### src/verilog/drawPkg.sv
// drawPkg: object kinds, sprite image addresses, midpoints and fixed positions for the display list

package drawPkg;

    //////////////////////////////////////////////////////////////////////
    // object kinds, in the order the list is drawn (nukes replace bases)
    //////////////////////////////////////////////////////////////////////
    typedef enum logic [3:0] {
        frame,
        map,
        cursor,
        enemy1,
        enemy2,
        enemy3,
        base1,
        base2,
        base3,
        nuke1,
        nuke2,
        nuke3,
        launchBase,
        missile
    } objKind_t;

    //////////////////////////////////////////////////////////////////////
    // rom image start addresses
    //////////////////////////////////////////////////////////////////////
    localparam logic [15:0] adrFrameStart      = 16'h0000; // screen border
    localparam logic [15:0] adrMapStart        = 16'h0100; // landscape backdrop
    localparam logic [15:0] adrCursorStart     = 16'h0200;
    localparam logic [15:0] adrBase1Start      = 16'h0300;
    localparam logic [15:0] adrBase2Start      = 16'h0340;
    localparam logic [15:0] adrBase3Start      = 16'h0380;
    localparam logic [15:0] adrNukeStart       = 16'h0400; // shared by all three bases
    localparam logic [15:0] adrLaunchBaseStart = 16'h0500;
    localparam logic [15:0] adrMissileStart    = 16'h0600;

    // sprite-local midpoints, subtracted before the object position is added
    localparam logic [7:0] cursorMidX     = 8'd8;
    localparam logic [7:0] cursorMidY     = 8'd8;
    localparam logic [7:0] enemyMidX      = 8'd6;
    localparam logic [7:0] enemyMidY      = 8'd10;
    localparam logic [7:0] baseMidX       = 8'd12;
    localparam logic [7:0] baseMidY       = 8'd4;
    localparam logic [7:0] nukeMidX       = 8'd14;
    localparam logic [7:0] nukeMidY       = 8'd9;
    localparam logic [7:0] launchBaseMidX = 8'd10;
    localparam logic [7:0] launchBaseMidY = 8'd5;
    localparam logic [7:0] missileMidX    = 8'd2;
    localparam logic [7:0] missileMidY    = 8'd7;

    // fixed screen positions, bases spread along the ground line
    localparam logic [7:0] base1X      = 8'd40;
    localparam logic [7:0] base1Y      = 8'd20;
    localparam logic [7:0] base2X      = 8'd88;
    localparam logic [7:0] base2Y      = 8'd20;
    localparam logic [7:0] base3X      = 8'd168;
    localparam logic [7:0] base3Y      = 8'd20;
    localparam logic [7:0] launchBaseX = 8'd128;
    localparam logic [7:0] launchBaseY = 8'd16;

    //////////////////////////////////////////////////////////////////////
    // vertex word layout: {x, y, line, pos}
    //////////////////////////////////////////////////////////////////////
    localparam int xMsb    = 17;
    localparam int yMsb    = 9;
    localparam int lineBit = 1; // draw a line to this point
    localparam int posBit  = 0; // move the beam, line+pos together ends a sprite

endpackage
### src/verilog/displayListBuilder.sv
// displayListBuilder: builds the per-frame vector display list from rom sprites into ram

module displayListBuilder #(
    parameter int coordWidth = 8,
    parameter int adrWidth   = 16
) (
    input  logic                     clk,
    input  logic                     rst,
    input  logic                     halt,
    output logic                     go,
    input  logic [2*coordWidth+1:0]  dataRom,
    output logic [adrWidth-1:0]      adrRom,
    output logic [2*coordWidth+1:0]  dataWrite,
    output logic [adrWidth-1:0]      adrWrite,
    input  logic [coordWidth-1:0]    xCursor,
    input  logic [coordWidth-1:0]    yCursor,
    input  logic [coordWidth-1:0]    xEnemy1,
    input  logic [coordWidth-1:0]    yEnemy1,
    input  logic [coordWidth-1:0]    xEnemy2,
    input  logic [coordWidth-1:0]    yEnemy2,
    input  logic [coordWidth-1:0]    xEnemy3,
    input  logic [coordWidth-1:0]    yEnemy3,
    input  logic [coordWidth-1:0]    xMissile,
    input  logic [coordWidth-1:0]    yMissile,
    input  logic [adrWidth-1:0]      adrEnemy1,
    input  logic [adrWidth-1:0]      adrEnemy2,
    input  logic [adrWidth-1:0]      adrEnemy3,
    input  logic                     spawnEnemy1,
    input  logic                     spawnEnemy2,
    input  logic                     spawnEnemy3,
    input  logic                     spawnMissile,
    input  logic [2:0]               baseNuked    // bit n set draws the nuke over base n+1
);

    drawPkg::objKind_t objKind;
    logic              vertexValid;
    logic              frameStart;
    logic              frameEnd;

    // walks the rom and decides what gets written
    spriteSequencer #(.coordWidth(coordWidth), .adrWidth(adrWidth)) u_seq (
        .clk, .rst, .halt, .dataRom,
        .adrEnemy1, .adrEnemy2, .adrEnemy3,
        .spawnEnemy1, .spawnEnemy2, .spawnEnemy3, .spawnMissile, .baseNuked,
        .adrRom, .objKind, .vertexValid, .frameStart, .frameEnd, .go
    );

    // places each vertex on screen, one cycle behind the rom read
    vertexPlacer #(.coordWidth(coordWidth), .adrWidth(adrWidth)) u_place (
        .clk, .rst, .objKind, .dataRom, .vertexValid, .frameStart, .frameEnd,
        .xCursor, .yCursor, .xEnemy1, .yEnemy1, .xEnemy2, .yEnemy2,
        .xEnemy3, .yEnemy3, .xMissile, .yMissile,
        .adrWrite, .dataWrite
    );

endmodule

### src/verilog/vertexPlacer.sv
// vertexPlacer: translates sprite vertices to screen space and owns the display list ram writes

module vertexPlacer #(
    parameter int coordWidth = 8,
    parameter int adrWidth   = 16
) (
    input  logic                     clk,
    input  logic                     rst,
    input  drawPkg::objKind_t        objKind,
    input  logic [2*coordWidth+1:0]  dataRom,
    input  logic                     vertexValid,
    input  logic                     frameStart,
    input  logic                     frameEnd,
    input  logic [coordWidth-1:0]    xCursor,
    input  logic [coordWidth-1:0]    yCursor,
    input  logic [coordWidth-1:0]    xEnemy1,
    input  logic [coordWidth-1:0]    yEnemy1,
    input  logic [coordWidth-1:0]    xEnemy2,
    input  logic [coordWidth-1:0]    yEnemy2,
    input  logic [coordWidth-1:0]    xEnemy3,
    input  logic [coordWidth-1:0]    yEnemy3,
    input  logic [coordWidth-1:0]    xMissile,
    input  logic [coordWidth-1:0]    yMissile,
    output logic [adrWidth-1:0]      adrWrite,
    output logic [2*coordWidth+1:0]  dataWrite
);

    localparam int vertexWidth = 2*coordWidth + 2;

    logic [coordWidth-1:0]  xRom;
    logic [coordWidth-1:0]  yRom;
    logic [coordWidth-1:0]  posX;
    logic [coordWidth-1:0]  posY;
    logic [coordWidth-1:0]  midX;
    logic [coordWidth-1:0]  midY;
    logic [coordWidth-1:0]  xScreen;
    logic [coordWidth-1:0]  yScreen;
    logic [vertexWidth-1:0] placed;

    assign xRom = dataRom[drawPkg::xMsb -: coordWidth];
    assign yRom = dataRom[drawPkg::yMsb -: coordWidth];

    //////////////////////////////////////////////////////////////////////
    // object position and sprite midpoint
    //////////////////////////////////////////////////////////////////////
    always_comb begin
        {posX, posY} = '0; // frame and map are already in screen space
        {midX, midY} = '0;
        case (objKind)
            drawPkg::cursor:  {posX, posY} = {xCursor, yCursor};
            drawPkg::enemy1:  {posX, posY} = {xEnemy1, yEnemy1};
            drawPkg::enemy2:  {posX, posY} = {xEnemy2, yEnemy2};
            drawPkg::enemy3:  {posX, posY} = {xEnemy3, yEnemy3};
            drawPkg::missile: {posX, posY} = {xMissile, yMissile};
            drawPkg::base1, drawPkg::nuke1:
                {posX, posY} = {coordWidth'(drawPkg::base1X), coordWidth'(drawPkg::base1Y)};
            drawPkg::base2, drawPkg::nuke2:
                {posX, posY} = {coordWidth'(drawPkg::base2X), coordWidth'(drawPkg::base2Y)};
            drawPkg::base3, drawPkg::nuke3:
                {posX, posY} = {coordWidth'(drawPkg::base3X), coordWidth'(drawPkg::base3Y)};
            drawPkg::launchBase:
                {posX, posY} = {coordWidth'(drawPkg::launchBaseX),
                                coordWidth'(drawPkg::launchBaseY)};
            default: ;
        endcase
        case (objKind)
            drawPkg::cursor:
                {midX, midY} = {coordWidth'(drawPkg::cursorMidX), coordWidth'(drawPkg::cursorMidY)};
            drawPkg::enemy1, drawPkg::enemy2, drawPkg::enemy3:
                {midX, midY} = {coordWidth'(drawPkg::enemyMidX), coordWidth'(drawPkg::enemyMidY)};
            drawPkg::base1, drawPkg::base2, drawPkg::base3:
                {midX, midY} = {coordWidth'(drawPkg::baseMidX), coordWidth'(drawPkg::baseMidY)};
            drawPkg::nuke1, drawPkg::nuke2, drawPkg::nuke3:
                {midX, midY} = {coordWidth'(drawPkg::nukeMidX), coordWidth'(drawPkg::nukeMidY)};
            drawPkg::launchBase:
                {midX, midY} = {coordWidth'(drawPkg::launchBaseMidX),
                                coordWidth'(drawPkg::launchBaseMidY)};
            drawPkg::missile:
                {midX, midY} = {coordWidth'(drawPkg::missileMidX),
                                coordWidth'(drawPkg::missileMidY)};
            default: ;
        endcase
    end

    // wraps at coordWidth, line and pos pass through
    assign xScreen = xRom - midX + posX;
    assign yScreen = yRom - midY + posY;
    assign placed  = {xScreen, yScreen, dataRom[drawPkg::lineBit], dataRom[drawPkg::posBit]};

    //////////////////////////////////////////////////////////////////////
    // ram write port
    //////////////////////////////////////////////////////////////////////
    always_ff @(posedge clk) begin
        if (rst) begin
            adrWrite <= '0;
        end else if (frameStart) begin
            adrWrite <= '0;
            dataWrite <= {{2*coordWidth{1'b0}}, 2'b01}; // origin, beam moves to 0,0
        end else if (frameEnd) begin
            adrWrite <= adrWrite + 1'b1;
            dataWrite <= {{2*coordWidth{1'b0}}, 2'b11}; // end of list
        end else if (vertexValid) begin
            adrWrite <= adrWrite + 1'b1;
            dataWrite <= placed;
        end
    end

    // list grows one entry at a time, restarting only at the origin
    adrStep : assert property (@(posedge clk) disable iff (rst)
        (adrWrite != $past(adrWrite)) |->
            (adrWrite == adrWidth'($past(adrWrite) + 1'b1)) || ($past(frameStart) && adrWrite == '0));

endmodule

### src/verilog/spriteSequencer.sv
// object FSM that walks rom sprite images, skips unspawned objects and drives go

module spriteSequencer #(
    parameter int coordWidth = 8,
    parameter int adrWidth   = 16
) (
    input  logic                     clk,
    input  logic                     rst,
    input  logic                     halt,
    input  logic [2*coordWidth+1:0]  dataRom,
    input  logic [adrWidth-1:0]      adrEnemy1,
    input  logic [adrWidth-1:0]      adrEnemy2,
    input  logic [adrWidth-1:0]      adrEnemy3,
    input  logic                     spawnEnemy1,
    input  logic                     spawnEnemy2,
    input  logic                     spawnEnemy3,
    input  logic                     spawnMissile,
    input  logic [2:0]               baseNuked,
    output logic [adrWidth-1:0]      adrRom,
    output drawPkg::objKind_t        objKind,
    output logic                     vertexValid,
    output logic                     frameStart,
    output logic                     frameEnd,
    output logic                     go
);

    localparam int vertexWidth = 2*coordWidth + 2;

    // slots sFrame..sMissile must stay contiguous and in drawing order
    typedef enum logic [3:0] {
        sReset, sFrame, sMap, sCursor,
        sEnemy1, sEnemy2, sEnemy3,
        sBase1, sBase2, sBase3, sLaunchBase, sMissile,
        sEnd, sDone, sWait
    } stateT;

    stateT state;
    stateT stateNext;

    logic                    endMark;    // line and pos both set
    logic                    spawned;    // current slot is drawn at all
    logic                    slotActive;
    logic                    advance;    // last cycle of this slot
    logic [adrWidth-1:0]     nextStart;
    drawPkg::objKind_t       nextKind;
    logic [vertexWidth-1:0]  romWord;

    assign romWord = dataRom;
    assign endMark = romWord[drawPkg::lineBit] & romWord[drawPkg::posBit];

    //////////////////////////////////////////////////////////////////////
    // slot decode and strobes to the placer
    //////////////////////////////////////////////////////////////////////
    always_comb begin
        case (state)
            sEnemy1:  spawned = spawnEnemy1;
            sEnemy2:  spawned = spawnEnemy2;
            sEnemy3:  spawned = spawnEnemy3;
            sMissile: spawned = spawnMissile;
            default:  spawned = 1'b1; // fixed images are always drawn
        endcase
        slotActive  = state inside {[sFrame:sMissile]};
        advance     = slotActive && (endMark || !spawned); // skip takes one cycle
        vertexValid = slotActive && spawned && !endMark;
        frameStart  = (state == sReset);
        frameEnd    = (state == sEnd);
    end

    // next state
    always_comb begin
        stateNext = state;
        if (state == sReset) begin
            stateNext = sFrame;
        end else if (advance || state == sEnd) begin
            stateNext = stateT'(state + 1'b1); // missile falls through to sEnd
        end else if (state == sDone) begin
            stateNext = halt ? sDone : sWait;
        end else if (state == sWait) begin
            stateNext = halt ? sReset : sWait;
        end
    end

    // start address and kind of the slot being entered
    always_comb begin
        nextStart = '0; // end, done and wait park the rom at 0
        nextKind  = objKind;
        case (stateNext)
            sFrame: begin
                nextStart = adrWidth'(drawPkg::adrFrameStart);
                nextKind  = drawPkg::frame;
            end
            sMap: begin
                nextStart = adrWidth'(drawPkg::adrMapStart);
                nextKind  = drawPkg::map;
            end
            sCursor: begin
                nextStart = adrWidth'(drawPkg::adrCursorStart);
                nextKind  = drawPkg::cursor;
            end
            sEnemy1: begin
                nextStart = adrEnemy1; // enemy images come from the game logic
                nextKind  = drawPkg::enemy1;
            end
            sEnemy2: begin
                nextStart = adrEnemy2;
                nextKind  = drawPkg::enemy2;
            end
            sEnemy3: begin
                nextStart = adrEnemy3;
                nextKind  = drawPkg::enemy3;
            end
            sBase1: begin
                nextStart = adrWidth'(baseNuked[0] ? drawPkg::adrNukeStart
                                                   : drawPkg::adrBase1Start);
                nextKind  = baseNuked[0] ? drawPkg::nuke1 : drawPkg::base1;
            end
            sBase2: begin
                nextStart = adrWidth'(baseNuked[1] ? drawPkg::adrNukeStart
                                                   : drawPkg::adrBase2Start);
                nextKind  = baseNuked[1] ? drawPkg::nuke2 : drawPkg::base2;
            end
            sBase3: begin
                nextStart = adrWidth'(baseNuked[2] ? drawPkg::adrNukeStart
                                                   : drawPkg::adrBase3Start);
                nextKind  = baseNuked[2] ? drawPkg::nuke3 : drawPkg::base3;
            end
            sLaunchBase: begin
                nextStart = adrWidth'(drawPkg::adrLaunchBaseStart);
                nextKind  = drawPkg::launchBase;
            end
            sMissile: begin
                nextStart = adrWidth'(drawPkg::adrMissileStart);
                nextKind  = drawPkg::missile;
            end
            default: ;
        endcase
    end

    //////////////////////////////////////////////////////////////////////
    // registers
    //////////////////////////////////////////////////////////////////////
    always_ff @(posedge clk) begin
        if (rst) begin
            state   <= sReset;
            adrRom  <= '0;
            objKind <= drawPkg::frame;
            go      <= 1'b0;
        end else begin
            state <= stateNext;
            go    <= (state == sDone) || (state == sWait && !halt); // drops as rebuild starts
            if (stateNext != state) begin
                adrRom  <= nextStart;
                objKind <= nextKind;
            end else if (slotActive) begin
                adrRom <= adrRom + 1'b1; // next vertex of the same image
            end
        end
    end

    // display side must never see go during a build
    goIdleOnly : assert property (@(posedge clk) disable iff (rst) slotActive |-> !go);

    // after a written word the walk stays in the same image
    wordStep : assert property (@(posedge clk) disable iff (rst)
        vertexValid |=> (adrRom == adrWidth'($past(adrRom) + 1'b1)));

endmodule

### config.mk
export PLATFORM = sky130hd
export DESIGN_NAME = displayListBuilder
export DESIGN_NICKNAME = d
export VERILOG_FILES = /design/src/verilog/drawPkg.sv /design/src/verilog/displayListBuilder.sv /design/src/verilog/vertexPlacer.sv /design/src/verilog/spriteSequencer.sv
export SDC_FILE = /design/constraint.sdc
export NUM_CORES = 1
export LEC_CHECK = 0
export CAP_MARGIN = 20
export CORE_MARGIN = 2
export CORE_UTILIZATION = 34
export DETAILED_ROUTE_END_ITERATION = 8
export DONT_BUFFER_PORTS = 1
export PLACE_DENSITY_LB_ADDON = 0.05
export SLEW_MARGIN = 25
export SYNTH_ARGS = -nofsm -noshare
export SYNTH_HDL_FRONTEND = slang
export SYNTH_SLANG_ARGS = --single-unit
export TNS_END_PERCENT = 5
### constraint.sdc
create_clock -name clk -period 8.85 [get_ports clk]
set_clock_uncertainty 0.2 [all_clocks]
set_input_delay 1.77 -clock clk [delete_from_list [all_inputs] [get_ports clk]]
set_output_delay 1.77 -clock clk [all_outputs]
set_load 0.05 [all_outputs]
# Word-level counts from Yosys, hierarchy flattened
# Index checks and enable logic that the tools add are counted.
# Widths: inputs -> output; s select.
# totals
regBits	59
in_bits	156
output_inout_bits	51
wordCells	101
# op_classes
addsub	7
magnitude_cmp	2
eq_ne	31
n_mux	25
n_bitwise	2
n_reduce_logical	27
# ops
cell	n
$pmux 16 s10	1
$pmux 8 s9	1
$mux 16	4
$eq 4x4->1 const B	14
$pmux 8 s7	1
$pmux 4 s6	2
$eq 4x3->1 const B	11
$pmux 4 s11	1
$mux 11	3
$add 16x1->16 const B	2
$mux 4	7
$mux 18	1
$add 8x8->8	2
$eq 4x2->1 const B	4
$sub 8x4->8	2
$reduce_bool 11->1	1
$reduce_or 2->1	5
$reduce_or 3->1	3
$mux 2	3
$reduce_or 6->1	1
$logic_and 1x1->1	5
$add 4x1->4 const B	1
$eq 4x1->1 const B	1
$ge 4x1->1 const B	1
11 further kinds	17

# Depth between registers and ports, before layout
# depth
depth_word	11
depth_mapped	18
ltp_nobuf	16

# By module
# From an unflattened synthesis, not the netlist that was laid out.
# unflattened
cells_unflattened	676
hier_area_um2	5447.7
# modules_own_cells
mod	instances	cells_per_inst	area_per_inst_um2	seq_area_each_um2
vertexPlacer	1	365	3084.2	860.8
spriteSequencer	1	311	2363.5	500.5

# Worst setup path before layout
# Ideal clock, no wire load.
# synth_timing
path_kind	input port to flip-flop
startpoint	in yEnemy3[2]
endpoint	reg u_place.dataWrite[9], data pin
setup_ps	266
arrival_ps	4054
required_ps	8384
slack_ps	4330
cell_stages	13
n_path_buf	0
cell_sequence	mux2_2 > a222oi_1 > o21a_1 > fa_1 > inv_1 > ha_1 > a21oi_1 > o21bai_1 > a21oi_1 > o21bai_1 > a21oi_1 > xnor2_1 > nor2_1
# synth_via
elab_chain_cells	3
# synth_rtl
item	line	source
start: declaration	displayListBuilder.sv:22	input logic [coordWidth-1:0] yEnemy3,
$pmux 8 s7	vertexPlacer.sv:49	case (objKind)
$add 8x8->8	vertexPlacer.sv:87	assign yScreen = yRom - midY + posY;
$mux 18	vertexPlacer.sv:102	end else if (vertexValid) begin
end signal: assignment	vertexPlacer.sv:98	dataWrite <= {{2*coordWidth{1'b0}}, 2'b01};
end signal: assignment	vertexPlacer.sv:101	dataWrite <= {{2*coordWidth{1'b0}}, 2'b11};
end signal: assignment	vertexPlacer.sv:104	dataWrite <= placed;
end: declaration	vertexPlacer.sv:25	output logic [2*coordWidth+1:0] dataWrite
# Every way passes these cells. The select of a mux whose other input is x is not followed.
# A chain may end at the register's enable or synchronous reset.

# Final worst setup path
# layout_timing
startpoint	reg u_seq.objKind[3]
endpoint	reg u_place.dataWrite[9], data pin
# layout_via
elab_chain_cells	6
elab_cells_between_ends	21
classes_between	2 x add/sub; 12 x eq/ne; 3 x mux; 4 x reduce/logical
# layout_rtl
item	line	source
start: declaration	spriteSequencer.sv:20	output drawPkg::objKind_t objKind,
start signal: assignment	spriteSequencer.sv:146	objKind <= drawPkg::frame;
start signal: assignment	spriteSequencer.sv:153	objKind <= nextKind;
$eq 4x4->1 (tied with other cells)	vertexPlacer.sv:49, vertexPlacer.sv:66	
$reduce_or 3->1	vertexPlacer.sv:66	case (objKind)
$pmux 4 s6	vertexPlacer.sv:66	
$sub 8x4->8	vertexPlacer.sv:87	
$add 8x8->8 (*)	vertexPlacer.sv:87	
$mux 18 (*)	vertexPlacer.sv:102	
# Every way passes the cells marked *; elsewhere a longest branch is shown, timed or not. The select of a mux whose other input is x is not followed.

==> results by group <==
Status
  • Run status: finished clean

Power and ir drop
  • Peak supply drop: 0.1150 mV
  • Power per Cell Area: 178.6 nW/µm²
  • Leakage Power: 0.002177 µW

Routing
  • Routed wire per std cell: 18.51 µm
  • Iteration-0 DRC count of the detailed router: 264
  • Final routed DRC violation total: 0
  • Routed wire length: 16130 µm
  • Post-DRT Antenna Nets: 0
  • Vias: 4915
  • Detailed-router iteration count before antenna repair: 5
  • Vias per std cell: 5.643

Hold path
  • HP Class: register to register

Timing
  • Min Tclk post-route: 4683 ps
  • Worst Tran Pin Value: 900.5 ps
  • Slew HR: 39.86%
  • Unrepaired setup endpoints after global routing: false
  • Number of max-slew violations in the final report: 0
  • Total Negative Setup Slacks: 0 ps
  • Final setup fails: 0
  • Maximum clock frequency: 213.5 MHz
  • Number of failing hold endpoints at the final stage: 0
  • Share of the clock period used by the worst path: 52.92%

Clock tree
  • CTS H-Tree Depth: 3
  • Number of buffers added for setup after CTS: 0
  • Number of hold-repair buffers added at the cts stage: 0
  • CTS root buffer: sky130_fd_sc_hd__clkbuf_16
  • Clock net sink count: 59
  • Bufs on Longest Clock Path: 2
  • Clock buffer count from CTS: 9
  • Count of instances resized after the clock tree is built: 0
  • Clock tree from TritonCTS: yes
  • Clock input transition at the sequential cells of the worst setup and hold paths: 50 ps
  • Clock insertion delay at the later pin of the skew report: 330 ps

Critical path
  • Arrival time of data at the critical path endpoint: 4540 ps
  • Most used cell, CP: sky130_fd_sc_hd__a21oi_1
  • Top Family by Delay on Critical Path: compound AO/OA/AOI/OAI gates
  • Required time of the worst setup path: 8710 ps
  • Setup CP Type: register to register
  • Critical path capture point type: register
  • Buffer and inverter count on the worst path: 2
  • Highest-delay cell along the critical path: sky130_fd_sc_hd__dfxtp_1
  • Type of origin of the critical path: register
  • Largest stage delay on the critical path: 830 ps
  • Series of cell instances along the critical path: clkinv_1 -> nand2b_1 -> o21ai_0 -> a221oi_1 -> fa_1 -> inv_1 -> ha_1 -> a21o_1 -> a21oi_1 -> o21bai_1 -> a21oi_1 -> o21bai_1 -> a21oi_1 -> xnor2_1 -> nor2_1
  • Max FO, Critical Path: 23
  • Register-to-Register Setup Slack: 4170 ps

Layout
  • Fill cell total of the finished layout: 1644
  • Area Overhead vs Synth: 7.078%
  • # diodes: 0
  • Net total in the final layout: 846
  • Fraction of layout instances using a drive strength above 1: 9.091%
  • Cell Count, Final, Fillers Out: 871
  • Leading cell type in the layout, fill and taps excluded: sky130_fd_sc_hd__nand2_1
  • Commonest cells after routing, fill and taps aside: 82 x sky130_fd_sc_hd__nand2_1, 64 x sky130_fd_sc_hd__nor2_1, 52 x sky130_fd_sc_hd__a21oi_1

Logic synthesis
  • Number of enable-type register cells in the synthesized netlist: 18
  • Mapped Avg Cell Area: 7.938 µm²
  • Share of the yosys chip area belonging to registers: 25.33%
  • Gate Count Post-Synth: 677
  • Syn. warnings: 0
  • Net Count, Synth: 868
  • Commonest register cell after synthesis: sky130_fd_sc_hd__dfxtp_1
  • Number of distinct library cells after synthesis: 90
  • Mapped cell area: 5374 µm²
  • Synth Register Bits: 59
  • Share of flip-flops with an asynchronous set or reset: 0%

GRT
  • Overall fraction of global-route tracks in use: 18.89%
  • Vias in the first global route: 4688
  • First-pass GRT wire length: 24940 µm
  • Pin count of the biggest net entering global routing: 38
  • Global route overflow: 0
  • Number of antenna violations at the first check in global routing: 0

Floorplanning
  • Initial core utilization: 35.09%
  • Floorplan die area: 16830 µm²
  • Standard cell core area: 15310 µm²
  • IO Pins: 207
  • Number of rows in the core area: 45
  • DIE WIDTH: 129.7 µm
  • Chip height: 129.7 µm

Place
  • Number of I/O port buffers: 0
  • Final GP Congestion: 0.8657
  • Inst Count DP: 855
  • DP Wirelength: 12710 µm

Job
  • MaxCap Viol Count: 0
==> layout make-up <==
cell class / count / area, µm² / share of cell area (%)
clock buffer: 11 / 264.0 / 4.588
timing repair buffer: 4 / 30.03 / 0.5219
sequential: 59 / 1361 / 23.66
clock inverter: 5 / 25.02 / 0.4349
multi-input combinational: 528 / 3611 / 62.75
tap: 211 / 264.0 / 4.588
inverter: 53 / 198.9 / 3.457
==> layer usage <==
metal	share of wire [%]	track usage, %
met1	43	24.08
met2	49	31.57
met3	6.1	4.510
met4	1.6	6.135
met5	0	0
==> worst paths after layout <==
path              depth (start not counted)                     startpoint                                  to
setup / recovery                         15  u_seq.objKind[3]$_SDFFE_PP0P_  u_place.dataWrite[9]$_SDFFCE_PN0P_
hold / removal                            3  u_seq.objKind[0]$_SDFFE_PP0P_       u_seq.objKind[0]$_SDFFE_PP0P_
setup reg to reg                         15  u_seq.objKind[3]$_SDFFE_PP0P_  u_place.dataWrite[9]$_SDFFCE_PN0P_
hold reg to reg                           3  u_seq.objKind[0]$_SDFFE_PP0P_       u_seq.objKind[0]$_SDFFE_PP0P_
==> logic make-up after synthesis <==
logic type	share of synthesized area, %
muxes	4.261
adders and majority gates	9.127
AOI/OAI and AO/OA	24.73
buffers and inverters	7.474
xor gates and xnor gates	6.519
and+or+nand+nor	22.56
DFF	25.33
==> cell usage after synthesis (4+ instances only) <==
library cell	instances	area [µm²]
sky130_fd_sc_hd__clkbuf_1	15	56.30
sky130_fd_sc_hd__xor2_1	18	157.7
sky130_fd_sc_hd__buf_2	12	60.06
sky130_fd_sc_hd__o21bai_1	5	37.54
sky130_fd_sc_hd__o22ai_1	16	100.1
sky130_fd_sc_hd__nor2b_1	6	37.54
sky130_fd_sc_hd__a22o_1	5	43.79
sky130_fd_sc_hd__o21ai_0	31	155.2
sky130_fd_sc_hd__fa_1	7	140.1
sky130_fd_sc_hd__nand3_1	15	75.07
sky130_fd_sc_hd__xnor2_1	22	192.7
sky130_fd_sc_hd__nand4_1	10	62.56
sky130_fd_sc_hd__a31oi_1	5	31.28
sky130_fd_sc_hd__a221oi_1	12	105.1
sky130_fd_sc_hd__or3_1	4	25.02
sky130_fd_sc_hd__ha_1	28	350.3
sky130_fd_sc_hd__edfxtp_1	18	540.5
sky130_fd_sc_hd__and3_1	10	62.56
sky130_fd_sc_hd__buf_6	5	56.30
sky130_fd_sc_hd__nor3_1	13	65.06
sky130_fd_sc_hd__nor2_1	64	240.2
sky130_fd_sc_hd__nand2b_1	8	50.05
sky130_fd_sc_hd__nand2_1	82	307.8
sky130_fd_sc_hd__dfxtp_1	41	820.8
sky130_fd_sc_hd__mux2_2	7	78.83
sky130_fd_sc_hd__a21o_1	6	45.04
sky130_fd_sc_hd__inv_1	51	191.4
sky130_fd_sc_hd__a222oi_1	5	50.05
sky130_fd_sc_hd__mux2i_1	15	150.1
sky130_fd_sc_hd__a21oi_1	52	260.3
==> tightest hold or removal path: stages (launching register included) <==
cell	delay [ps]
sky130_fd_sc_hd__dfxtp_1	290
sky130_fd_sc_hd__buf_4	250
sky130_fd_sc_hd__nand2_1	100
sky130_fd_sc_hd__o21ai_1	50
==> metrics by stage <==
| stage | util, % | hold WS [ps] | setup slack [ps] | cell area (µm²) | power, µW |
|---|---|---|---|---|---|
| 2_1_floorplan | - | 521.1 | 4330 | 5374 | 644.0 |
| 3_3_place_gp | 35.69 | 545.6 | 4019 | 5465 | 699.1 |
| 3_5_place_dp | 35.69 | 556.2 | 3917 | 5465 | 699.4 |
| 4_1_cts | 37.57 | 560.8 | 4132 | 5754 | 1040 |
| 5_1_grt | 37.57 | 613.8 | 3801 | 5754 | 1087 |
| 6_report | 37.57 | 544.0 | 4167 | 5754 | 1028 |
==> registers in the layout, summed over array words and instances (netlist names) <==
register and cells:
u_place.dataWrite 18, u_place.adrWrite 16, u_seq.adrRom 16, u_seq.objKind 4
u_seq.state 4, u_seq.go 1
==> power breakdown <==
group,total [µW],internal (µW),switching (µW)
combinational,292,114,178
clock,335,211,124
sequential,400,310,89.9
total,1030,636,392
(Power assumes the default switching activity.)
